==> config.mk <==
export PLATFORM = sky130hd
export DESIGN_NAME = fpAddSub
export DESIGN_NICKNAME = d
export VERILOG_FILES = /design/src/fpPkg.sv /design/src/fpAddSub.sv /design/src/fpAlignAdd.sv /design/src/fpRound.sv /design/src/fpSpecialCase.sv
export SDC_FILE = /design/constraint.sdc
export NUM_CORES = 1
export LEC_CHECK = 0
export ABC_CLOCK_PERIOD_IN_PS = 2200
export BUFFER_PORTS_ARGS = -buffer_cell sky130_fd_sc_hd__buf_2
export CORE_MARGIN = 1.5
export CORE_UTILIZATION = 45
export DETAILED_ROUTE_END_ITERATION = 8
export PLACE_DENSITY_LB_ADDON = 0.08
export SYNTH_ARGS = -nofsm -noshare
export SYNTH_HDL_FRONTEND = slang
export SYNTH_HIERARCHICAL = 1
export SYNTH_SLANG_ARGS = --single-unit
==> constraint.sdc <==
create_clock -name clk -period 2.2 [get_ports clk]
set_input_delay 0.11 -clock clk [delete_from_list [all_inputs] [get_ports clk]]
set_output_delay 0.11 -clock clk [all_outputs]
set_load 0.05 [all_outputs]
==> src/fpPkg.sv <==
`default_nettype none

package fpPkg;

	localparam int expWidth = 5;	// Biased exponent bits
	localparam int manWidth = 10;	// Stored fraction bits
	localparam int fpWidth = 1 + expWidth + manWidth;	// Sign, exponent, fraction

	typedef logic [fpWidth-1:0] fpT;	// Packed half-precision word
	typedef logic [expWidth:0] expT;	// Exponent plus overflow bit
	typedef logic [manWidth-1:0] manT;	// Fraction without hidden bit

	localparam fpT qNaN = 16'h7E00;	// Canonical quiet NaN

	// Significand path result, handed to rounding
	typedef struct packed {
		logic zeroSum;	// Exact zero magnitude
		expT  normE;	// Normalized exponent, 0 means flush
		manT  normM;	// Normalized fraction
		logic guardBit;	// First bit below fraction
		logic roundBit;	// Second bit below fraction
		logic stickyBit;	// OR of everything further down
		logic signA;	// Sign of A
		logic signB;	// Effective sign of B
		logic subOp;	// Requested operation
		logic maxAB;	// B had the larger magnitude
	} alignResT;

	// Classifier result, overrides the computed value when set
	typedef struct packed {
		logic isSpecial;	// NaN or infinity involved
		fpT   value;	// Replacement result
		logic invalid;	// Inf minus inf
	} specialResT;

endpackage

`default_nettype wire

==> src/fpAddSub.sv <==
`default_nettype none

module fpAddSub import fpPkg::*; (
	input  logic clk,
	input  logic rstN,
	input  logic inValid,
	input  fpT   opA,
	input  fpT   opB,
	input  logic subOp,
	output logic outValid,
	output fpT   result,
	output logic overflow,
	output logic invalid
);

	alignResT   alignComb;	// Significand path, combinational
	specialResT specialComb;	// Classifier, combinational
	alignResT   alignQ;	// Stage 1 registers
	specialResT specialQ;
	logic [1:0] validPipe;	// [0] stage 1, [1] output stage
	fpT         roundResult;
	logic       roundOverflow;
	logic       roundInvalid;

	// Parallel paths on the raw operands
	fpAlignAdd alignAdd0 (
		.opA      (opA),
		.opB      (opB),
		.subOp    (subOp),
		.alignRes (alignComb)
	);

	fpSpecialCase specialCase0 (
		.opA        (opA),
		.opB        (opB),
		.subOp      (subOp),
		.specialRes (specialComb)
	);

	// Stage 1, data loads every cycle
	always_ff @(posedge clk or negedge rstN) begin
		if (!rstN) begin
			alignQ <= '0;
			specialQ <= '0;
			validPipe[0] <= 1'b0;
		end else begin
			alignQ <= alignComb;
			specialQ <= specialComb;
			validPipe[0] <= inValid;
		end
	end

	// Rounding and merge
	fpRound round0 (
		.alignRes   (alignQ),
		.specialRes (specialQ),
		.result     (roundResult),
		.overflow   (roundOverflow),
		.invalid    (roundInvalid)
	);

	// Output stage
	always_ff @(posedge clk or negedge rstN) begin
		if (!rstN) begin
			result <= '0;
			overflow <= 1'b0;
			invalid <= 1'b0;
			validPipe[1] <= 1'b0;
		end else begin
			result <= roundResult;
			overflow <= roundOverflow;
			invalid <= roundInvalid;
			validPipe[1] <= validPipe[0];	// Two cycles after inValid
		end
	end

	assign outValid = validPipe[1];

endmodule

`default_nettype wire

==> src/fpAlignAdd.sv <==
`default_nettype none

module fpAlignAdd import fpPkg::*; (
	input  fpT       opA,
	input  fpT       opB,
	input  logic     subOp,
	output alignResT alignRes
);

	localparam int sigWidth = manWidth + 1;	// Hidden bit plus fraction
	localparam int sumWidth = sigWidth + 3;	// Plus guard, round, sticky
	localparam int lostWidth = 2 ** expWidth;	// Room for any shift amount
	localparam int alignWidth = sigWidth + 2 + lostWidth;
	localparam int lzWidth = $clog2(sumWidth + 1);

	// Position of the first set bit counted from the top
	function automatic int lzCount(input logic [sumWidth-1:0] v);
		int n;
		n = sumWidth;	// All zero
		for (int i = 0; i < sumWidth; i++) begin
			if (v[i]) begin
				n = sumWidth - 1 - i;	// Highest set bit wins last
			end
		end
		return n;
	endfunction

	logic                  signA, signB;	// Sign of A, effective sign of B
	logic [expWidth-1:0]   expA, expB;
	logic [sigWidth-1:0]   sigA, sigB;
	logic [fpWidth-2:0]    magA, magB;	// Flushed magnitudes for compare
	logic                  maxAB;
	logic [expWidth-1:0]   expL, expS;	// Larger / smaller exponent
	logic [sigWidth-1:0]   sigL, sigS;
	logic [expWidth-1:0]   expDiff;
	logic [alignWidth-1:0] aligned;	// Smaller significand after shift
	logic [sumWidth-1:0]   largeTerm, smallTerm;
	logic                  effSub;	// Signs differ, so subtract
	logic [sumWidth:0]     rawSum;	// One extra bit for carry
	logic                  zeroSum;
	logic [lzWidth-1:0]    lz;
	logic [sumWidth-1:0]   normSum;	// Hidden bit at top, GRS at bottom
	expT                   normE;

	// Unpack, subnormals become zero
	assign signA = opA[fpWidth-1];
	assign signB = opB[fpWidth-1] ^ subOp;	// Subtract flips B
	assign expA = opA[fpWidth-2 -: expWidth];
	assign expB = opB[fpWidth-2 -: expWidth];
	assign sigA = (expA == '0) ? '0 : {1'b1, opA[manWidth-1:0]};
	assign sigB = (expB == '0) ? '0 : {1'b1, opB[manWidth-1:0]};
	assign magA = (expA == '0) ? '0 : opA[fpWidth-2:0];
	assign magB = (expB == '0) ? '0 : opB[fpWidth-2:0];

	// Larger magnitude goes first
	assign maxAB = magB > magA;
	assign expL = maxAB ? expB : expA;
	assign expS = maxAB ? expA : expB;
	assign sigL = maxAB ? sigB : sigA;
	assign sigS = maxAB ? sigA : sigB;
	assign expDiff = expL - expS;	// Never negative after swap

	// Align smaller operand, shifted-out bits fold into sticky
	assign aligned = {sigS, 2'b00, {lostWidth{1'b0}}} >> expDiff;
	assign smallTerm = {aligned[alignWidth-1 -: sigWidth+2], |aligned[lostWidth-1:0]};
	assign largeTerm = {sigL, 3'b000};

	assign effSub = signA ^ signB;
	assign rawSum = effSub ? ({1'b0, largeTerm} - {1'b0, smallTerm}) :
	                         ({1'b0, largeTerm} + {1'b0, smallTerm});
	assign zeroSum = (rawSum == '0);	// Exact cancellation or two zeros
	assign lz = lzWidth'(lzCount(rawSum[sumWidth-1:0]));

	// Normalize
	always_comb begin
		normSum = '0;	// Default is flush to zero
		normE = '0;
		if (rawSum[sumWidth]) begin	// Carry out, shift right one
			normSum = {rawSum[sumWidth:2], rawSum[1] | rawSum[0]};
			normE = expT'(expL) + expT'(1);
		end else if (!zeroSum && (expT'(lz) < expT'(expL))) begin
			normSum = rawSum[sumWidth-1:0] << lz;	// Bring hidden bit to top
			normE = expT'(expL) - expT'(lz);
		end
		// Otherwise the result is below the normal range
	end

	// Pack for the rounding stage
	assign alignRes.zeroSum = zeroSum;
	assign alignRes.normE = normE;
	assign alignRes.normM = normSum[sumWidth-2 -: manWidth];
	assign alignRes.guardBit = normSum[2];
	assign alignRes.roundBit = normSum[1];
	assign alignRes.stickyBit = normSum[0];
	assign alignRes.signA = signA;
	assign alignRes.signB = signB;
	assign alignRes.subOp = subOp;
	assign alignRes.maxAB = maxAB;

endmodule

`default_nettype wire

==> src/fpRound.sv <==
`default_nettype none

module fpRound import fpPkg::*; (
	input  alignResT   alignRes,
	input  specialResT specialRes,
	output fpT         result,
	output logic       overflow,
	output logic       invalid
);

	localparam logic [expWidth-1:0] expOnes = '1;	// All-ones exponent field
	localparam expT expLimit = expT'(expOnes);	// Exponent of inf and NaN

	logic                roundUp;	// Round to nearest even
	logic [manWidth:0]   roundUpM;	// Incremented fraction with carry
	manT                 roundM;
	logic                roundOf;	// Fraction carry into exponent
	expT                 roundE;
	logic                finalSign;
	logic                expOverflow;
	logic                flushZero;

	// Up when above half, or exactly half and LSB odd
	assign roundUp = alignRes.guardBit &
	                 (alignRes.roundBit | alignRes.stickyBit | alignRes.normM[0]);
	assign roundUpM = {1'b0, alignRes.normM} + 1'b1;
	assign roundM = roundUp ? roundUpM[manWidth-1:0] : alignRes.normM;
	assign roundOf = roundUp & roundUpM[manWidth];	// All-ones fraction wrapped
	assign roundE = alignRes.normE + expT'(roundOf);

	// Zero sum is -0 only if both effective signs are negative
	always_comb begin
		if (alignRes.zeroSum) begin
			finalSign = alignRes.signA & alignRes.signB;
		end else if (alignRes.maxAB) begin
			finalSign = alignRes.signB;	// B dominated
		end else begin
			finalSign = alignRes.signA;
		end
	end

	assign flushZero = alignRes.zeroSum | (alignRes.normE == '0);	// Includes underflow
	assign expOverflow = ~flushZero & (roundE >= expLimit);

	// Special case has priority over the computed value
	always_comb begin
		overflow = 1'b0;
		invalid = specialRes.invalid;
		if (specialRes.isSpecial) begin
			result = specialRes.value;
		end else if (flushZero) begin
			result = {finalSign, {(fpWidth-1){1'b0}}};
		end else if (expOverflow) begin
			result = {finalSign, expOnes, manT'(0)};	// Signed infinity
			overflow = 1'b1;
		end else begin
			result = {finalSign, roundE[expWidth-1:0], roundM};
		end
	end

endmodule

`default_nettype wire

==> src/fpSpecialCase.sv <==
`default_nettype none

module fpSpecialCase import fpPkg::*; (
	input  fpT         opA,
	input  fpT         opB,
	input  logic       subOp,
	output specialResT specialRes
);

	localparam logic [expWidth-1:0] expOnes = '1;	// Inf and NaN exponent

	logic                expMaxA, expMaxB;	// Exponent all ones
	logic                fracZeroA, fracZeroB;
	logic                nanA, nanB;
	logic                infA, infB;
	logic                signA, effSignB;
	logic                invalid;

	// Classify each operand
	assign expMaxA = (opA[fpWidth-2 -: expWidth] == expOnes);
	assign expMaxB = (opB[fpWidth-2 -: expWidth] == expOnes);
	assign fracZeroA = (opA[manWidth-1:0] == '0);
	assign fracZeroB = (opB[manWidth-1:0] == '0);
	assign nanA = expMaxA & ~fracZeroA;
	assign nanB = expMaxB & ~fracZeroB;
	assign infA = expMaxA & fracZeroA;
	assign infB = expMaxB & fracZeroB;

	assign signA = opA[fpWidth-1];
	assign effSignB = opB[fpWidth-1] ^ subOp;	// Sign B carries into the sum

	// Infinities pulling in opposite directions
	assign invalid = infA & infB & (signA ^ effSignB);

	// Pick the replacement value
	always_comb begin
		specialRes.isSpecial = nanA | nanB | infA | infB;
		specialRes.invalid = invalid;
		if (nanA | nanB | invalid) begin
			specialRes.value = qNaN;	// Any NaN input collapses here
		end else if (infA) begin
			specialRes.value = {signA, expOnes, manT'(0)};	// Same-sign inf pair lands here too
		end else if (infB) begin
			specialRes.value = {effSignB, expOnes, manT'(0)};
		end else begin
			specialRes.value = '0;	// Unused when not special
		end
	end

endmodule

`default_nettype wire

Yosys cells after proc, flatten, opt, wreduce, memory -nomap -nowiden
Index checks and enable logic that the tools add are counted.
{"block": "classes", "addsub": 7, "n_lt_le_gt_ge": 3, "eq_ne": 2, "n_shift": 2, "mux": 39, "n_bitwise": 23, "reduce_logical": 9}
{"operator": "$mux 15", "n": 5}
{"operator": "$mux 16", "n": 4}
{"operator": "$shr 45x5->45", "n": 1}
{"operator": "$mux 11", "n": 4}
{"operator": "$mux 4", "n": 8}
{"operator": "$reduce_or 32->1", "n": 1}
{"operator": "$mux 13", "n": 2}
{"operator": "$logic_not 10->1", "n": 2}
{"operator": "$add 14x14->15", "n": 1}
{"operator": "$gt 15x15->1", "n": 1}
{"operator": "$logic_not 15->1", "n": 1}
{"operator": "$sub 14x14->15", "n": 1}
{"operator": "$shl 14x4->13", "n": 1}
{"operator": "$mux 3", "n": 4}
{"operator": "$mux 6", "n": 2}
{"operator": "$add 10x1->11 const B", "n": 1}
{"operator": "$and 1x1->1", "n": 10}
{"operator": "$eq 5x5->1 const B", "n": 2}
{"operator": "$logic_not 5->1", "n": 2}
{"operator": "$mux 10", "n": 1}
{"operator": "$mux 5", "n": 2}
{"operator": "$or 1x1->1", "n": 8}
{"operator": "$add 5x1->6 const B", "n": 1}
{"operator": "$add 6x1->6", "n": 1}
{"operator": "other kinds (11)", "n": 19}
{"block": "word_totals", "register_bits": 61, "input_bits": 36, "elab_cells": 102}

Longest topological paths before layout
Gate-level depths: netlist of the first run.
{"block": "logic_depth", "depth_word": 27, "mapped_depth": 58}

Hierarchy
The synthesis of the first run kept the hierarchy.
{"module": "fpAlignAdd", "instances": 1, "cells_per_inst": 739, "area_per_inst_um2": 4998.5}
{"module": "fpAddSub", "instances": 1, "cells_per_inst": 62, "area_per_inst_um2": 1551.5}
{"module": "fpRound", "instances": 1, "cells_per_inst": 93, "area_per_inst_um2": 599.3}
{"module": "fpSpecialCase", "instances": 1, "cells_per_inst": 41, "area_per_inst_um2": 267.8}

Least setup slack after synthesis of the first run
No wires, ideal clock.
{"block": "synth_timing", "kind": "in2reg", "start": "input port opB[13]", "end": "register alignQ[14] in the netlist's numbering", "t_arrival_ns": 10.473, "slack_ns": -8.414, "cell_stages": 53, "cell_sequence": "clkbuf_1 or4_1 nand2b_1 clkbuf_1 and2_1 ha_1 nand4_1 nor4_1 nand2_1 nand2_4 inv_2 buf_4 clkbuf_1 buf_1 a22oi_1 ha_1 a2111oi_0 mux2_4 (+17 left out) a21oi_1 inv_1 a31oi_1 xor2_2 nand2_1 o21ai_1 buf_4 ha_1 inv_1 fa_1 nand3_1 inv_1 a221o_1 nor3b_1 o31a_1 or3_1 buf_2 o221ai_1"}
{"element": "start, declared", "line": "fpAddSub.sv:8", "text": "input fpT opB,"}
{"element": "end signal, assigned", "line": "fpAddSub.sv:47", "text": "alignQ <= alignComb;"}
{"element": "end, declared", "line": "fpAddSub.sv:18", "text": "alignResT alignQ;"}

==> impl_metrics.py, run 1 <==
metrics = {
    "detailed_routing": {
        "drtIter0Drc": 512,
        "drc": 0,
        "wire_per_inst_um": 17.3,
        "viasPerCell": 5.57,
        "finalWirelength_um": 26300,
        "drt_first_pass_iters": 5,
        "ant_nets": 0,
        "vias": 8470,
    },
    "sta": {
        "worst_slack_ns": -6.42,
        "period_share": 3.92,
        "fin_skew_ns": 0.00768,
        "period_needed_ns": 8.62,
        "clock.fmax_mhz": 116,
        "drv_slew": 0,
        "relSlewSlack": 0.513,
        "fin_hold_ws_ns": 0.0753,
        "tightest_slew_ns": 0.731,
        "finalSetupViolations": 32,
        "hold_viol_final": 0,
        "rsz0062_at_grt": "true",
    },
    "place": {
        "portBuffers": 54,
        "hpwl_um": 19600,
        "routabilityCongestion": 0.954,
        "place_area_um2": 10200,
        "place_ws_ns": -6.90,
    },
    "setup_path": {
        "endpoint_kind": "flop",
        "cp_data_arrival_time_ns": 8.80,
        "cp_common_cell": "ha_4",
        "cp_slowest_stage_delay_ns": 0.56,
        "path_max_fanout": 8,
        "critical_path_required_ns": 2.38,
        "crit_path_start_kind": "input pin",
        "cp_slowest_cell": "or4_4",
        "criticalPathCategory": "in2reg",
    },
    "worst_hold_path": {
        "hold_path_class": "in2reg",
    },
    "cts": {
        "numCtsBuffers": 9,
        "htreeDepth": 3,
        "path_clk_slew_ns": 0.05,
        "clk_latency_ns": 0.33,
        "cts_tree": "built",
        "cts_root_buf": "clkbuf_16",
        "cts_sinks": 61,
        "clockBufferDepth": 2,
    },
    "global_routing": {
        "grt_max_degree": 62,
        "grt_pass1_vias": 8535,
        "overflow": 0,
        "grt_use_total": 0.302,
        "grt_antenna_before_repair": 0,
        "grt_pass1_wl_um": 42200,
    },
    "die": {
        "core_um2": 15900,
        "initial_core_util": 0.463,
        "die_w_um": 131,
        "core.rowCount": 46,
        "die_area_um2": 17200,
        "num_io_pins": 55,
        "die_h_um": 131,
    },
    "cells_and_area": {
        "final_area_um2": 11500,
        "multi_input_area_um2": 6120,
        "layout_commonest_cell": "buf_4",
        "antenna_cells": 0,
        "mostFrequentLayoutCells": "337 x buf_4, 103 x nand2_1, 66 x nor2_1",
        "fin_nets": 1384,
        "fillers": 1282,
        "regArea_um2": 1530,
        "syn_to_final_growth_pct": 55.8,
        "drive_gt1_frac": 0.459,
    },
    "flow_run": {
        "max_cap_violations": 0,
    },
    "power_and_ir_drop": {
        "powerDensity_nw_per_um2": 1100,
        "leakage_nw": 5.34,
        "peakVddDrop_v": 0.000884,
    },
    "logic_synthesis": {
        "synthCells": 933,
        "syn_area_per_cell_um2": 7.91,
        "yosysWarningCount": 6,
        "synth_area_um2": 7380,
    },
    "outcome": {
        "outcome": "complete, but fails checks",
        "violations": "negative setup slack",
    },
}
## stage by stage
step	total power, mW	instances	util	setup TNS (ns)
floorplan	6.74	941	-	-144.18
global placement	10.0	1463	0.640	-132.42
detailed placement	10.1	1463	0.640	-136.40
CTS	12.2	1511	0.704	-124.16
global route	13.5	1521	0.721	-139.87
finish	12.7	1521	0.721	-128.59
## per-layer routing
metal | track usage | vias to the layer above | share of wire
li1 | - | 4145 | -
met1 | 0.363 | 4039 | 0.42
met2 | 0.540 | 223 | 0.50
met3 | 0.0324 | 63 | 0.038
met4 | 0.141 | 0 | 0.042
met5 | 0 | - | 0
## registers in the layout (all words and copies together), names as in the netlist
name and count:
alignQ 23, specialQ 18, result 16, invalid 1, outValid 1, overflow 1, validPipe 1
## final cells by class
| cell class | instances | share of cell area |
|---|---|---|
| multi-input combinational | 769 | 0.532 |
| clock inverter | 4 | 0.00609 |
| timing repair buffer | 413 | 0.268 |
| tap | 216 | 0.0235 |
| clock buffer | 12 | 0.0223 |
| sequential | 61 | 0.133 |
| inverter | 46 | 0.0152 |
## path summary, 6_finish.rpt
kind | slack, ns | depth (start not counted) | from | to
worst max-delay path | -6.42 | 47 | opB[11] | alignQ[15]$_DFF_PN0_
worst min-delay path | 0.08 | 2 | opA[15] | alignQ[3]$_DFF_PN0_
worst max register to register | -0.17 | 11 | alignQ[7]$_DFF_PN0_ | result[0]$_DFF_PN0_
worst min register to register | 0.35 | 0 | validPipe[0]$_DFF_PN0_ | outValid$_DFF_PN0_
max in group asynchronous | 1.24 | 3 | rstN | alignQ[11]$_DFF_PN0_
min in group asynchronous | 0.47 | 3 | rstN | result[15]$_DFF_PN0_
## report_power, final
| part | switching, mW | total, mW | internal (mW) | leakage, nW |
|---|---|---|---|---|
| Clock | 0.461 | 1.51 | 1.05 | 0.163 |
| Sequential | 0.213 | 1.67 | 1.46 | 0.762 |
| Combinational | 5.05 | 9.52 | 4.48 | 4.42 |
## critical path, delay by kind of cell
kind / cells / cell delay, ns
adders and majority gates: 5 / 1.19
and+or+nand+nor: 18 / 3.36
buffers and inverters: 7 / 0.65
AOI/OAI and AO/OA: 16 / 3.28
xor gates and xnor gates: 1 / 0.17
## repair_timing
item                                   CTS  global route
endpoints found under the hold margin   62             0
gates resized for setup                 81            43
setup endpoints to repair               33            37
setup buffers                           33            14
cloned                                   2             0
pin swaps                               31            27
hold buffers                             2             0
No activity file was read; power rests on OpenSTA's default activity.
==> run 2: changes to the inputs <==
--- a/config.mk
+++ b/config.mk
@@ -10,6 +10,7 @@
 export CORE_MARGIN = 1.5
 export CORE_UTILIZATION = 45
 export DETAILED_ROUTE_END_ITERATION = 8
+export GPL_TIMING_DRIVEN = 0
 export PLACE_DENSITY_LB_ADDON = 0.08
 export SYNTH_ARGS = -nofsm -noshare
 export SYNTH_HDL_FRONTEND = slang
==> impl_metrics.py, run 2 (synthesized netlist as in run 1, its figures left out) <==
metrics = {
    "outcome": {
        "outcome": "complete, but fails checks",
        "violations": "negative setup slack",
    },
    "place": {
        "portBuffers": 54,
        "hpwl_um": 16800,
        "routabilityCongestion": 0.922,
        "place_ws_ns": -9.27,
    },
    "detailed_routing": {
        "finalWirelength_um": 23600,
        "drc": 0,
        "viasPerCell": 5.85,
        "wire_per_inst_um": 17.8,
        "drt_first_pass_iters": 5,
        "ant_nets": 0,
        "vias": 7780,
        "drtIter0Drc": 478,
    },
    "cts": {
        "cts_tree": "built",
        "clockBufferDepth": 2,
        "cts_root_buf": "clkbuf_16",
        "path_clk_slew_ns": 0.05,
        "numCtsBuffers": 9,
        "htreeDepth": 3,
        "cts_sinks": 61,
        "clk_latency_ns": 0.32,
    },
    "power_and_ir_drop": {
        "p_total_mw": 11.5,
        "leakage_nw": 4.37,
        "peakVddDrop_v": 0.000759,
        "switching_share": 0.477,
        "switchingPower_mw": 5.48,
        "p_int_mw": 6.01,
        "seqPwrFrac": 0.149,
        "powerDensity_nw_per_um2": 1130,
        "comb_power_share": 0.736,
        "clockPowerShare": 0.116,
    },
    "sta": {
        "fin_skew_ns": 0.00427,
        "fin_hold_ws_ns": 0.122,
        "period_share": 4.39,
        "clock.fmax_mhz": 104,
        "worst_slack_ns": -7.46,
        "finalSetupViolations": 33,
        "tightest_slew_ns": 0.869,
        "setup_tns_ns": -149.20,
        "period_needed_ns": 9.66,
        "drv_slew": 0,
        "hold_viol_final": 0,
        "rsz0062_at_grt": "true",
        "relSlewSlack": 0.419,
    },
    "setup_path": {
        "cp_common_cell": "a21oi_2",
        "cp_data_arrival_time_ns": 9.88,
        "criticalPathCategory": "in2reg",
        "regToRegSetupSlack_ns": -0.19,
        "crit_path_start_kind": "input pin",
        "path_max_fanout": 8,
        "critical_path_required_ns": 2.42,
        "cp_slowest_stage_delay_ns": 0.53,
        "cp_slowest_cell": "or4_4",
        "endpoint_kind": "flop",
    },
    "cells_and_area": {
        "layout_commonest_cell": "buf_4",
        "fin_nets": 1192,
        "final_util": 0.635,
        "largest_register_ffs": 23,
        "top_regs": "alignQ (23), specialQ (18), result (16)",
        "antenna_cells": 0,
        "drive_gt1_frac": 0.357,
        "mostFrequentLayoutCells": "115 x buf_4, 101 x nand2_1, 66 x nor2_1",
        "largest-register": "alignQ",
        "syn_to_final_growth_pct": 37.2,
    },
    "global_routing": {
        "grt_antenna_before_repair": 0,
        "grt_pass1_wl_um": 37500,
        "grt_max_degree": 62,
        "overflow": 0,
        "grt_use_total": 0.266,
        "grt_pass1_vias": 7335,
    },
    "die": {
        "initial_core_util": 0.463,
        "num_io_pins": 55,
        "die_h_um": 131,
        "die_w_um": 131,
        "core.rowCount": 46,
        "core_um2": 15900,
        "die_area_um2": 17200,
    },
    "flow_run": {
        "max_cap_violations": 0,
    },
    "worst_hold_path": {
        "hold_path_class": "in2reg",
    },
}
## run 2: cell count changes in the layout (fill, tap and decap cells not counted), moves of 4 or more
cell      previous run  this run
buf_8                2         7
buf_4              337       115
clkbuf_8             2         6
clkbuf_1             1        22
## run 2: cell type report
class / count / area (µm²)
Fill cell: 1378 / 5810
Clock buffer: 13 / 280
Clock inverter: 3 / 17.5
Multi-Input combinational cell: 768 / 6200
Timing Repair Buffer: 164 / 1200
Tap cell: 216 / 270
Sequential cell: 61 / 1530
Inverter: 46 / 183
Buffer: 58 / 448
## run 2: stage by stage
stage / cell area, µm² / std cells
detailed placement: 8210 / 1211
global route: 10100 / 1329
global placement: 8210 / 1211
CTS: 9630 / 1302
floorplan: 7670 / 941
finish: 10100 / 1329
## run 2: repair_timing
item | in CTS | in global routing
resized for setup | 107 | 59
pin swaps | 81 | 71
cloned | 1 | 0
buffers inserted | 79 | 35
endpoints found under the setup margin | 37 | 37
hold buffers | 1 | 1
endpoints found under the hold margin | 1 | 61
## run 2: path summary, 6_finish.rpt
| check | depth (start not counted) | startpoint | end |
|---|---|---|---|
| min in group asynchronous | 2 | rstN | specialQ[10]$_DFF_PN0_ |
| worst min-delay path | 2 | opA[15] | alignQ[3]$_DFF_PN0_ |
| worst max register to register | 9 | alignQ[10]$_DFF_PN0_ | result[8]$_DFF_PN0_ |
| worst min register to register | 0 | validPipe[0]$_DFF_PN0_ | outValid$_DFF_PN0_ |
| worst max-delay path | 53 | opB[12] | alignQ[10]$_DFF_PN0_ |
| max in group asynchronous | 2 | rstN | alignQ[9]$_DFF_PN0_ |
## run 2: critical path, delay by kind of cell
kind	cells	cell delay [ns]
simple gates	15	3.04
fa+ha+maj	5	1.14
buf+inv	13	1.87
xor+xnor	1	0.21
compound gates	19	3.48
## run 2: per-layer routing
layer  track usage  wire length, µm  up-vias
met3        0.0270             1100       54
met1         0.342            10100     3699
met2         0.455            11500      267
li1              -                -     3760
met4         0.109              861        0
met5             0                0        -
## run 2: power groups by stage
stage | clock [mW] | sequential, mW | combinational, mW
finish | 1.33 | 1.71 | 8.45
global placement | 0 | 1.69 | 6.45
global route | 1.42 | 1.75 | 9.05
detailed placement | 0 | 1.69 | 6.44
floorplan | 0 | 2.15 | 4.59
CTS | 1.35 | 1.70 | 7.56
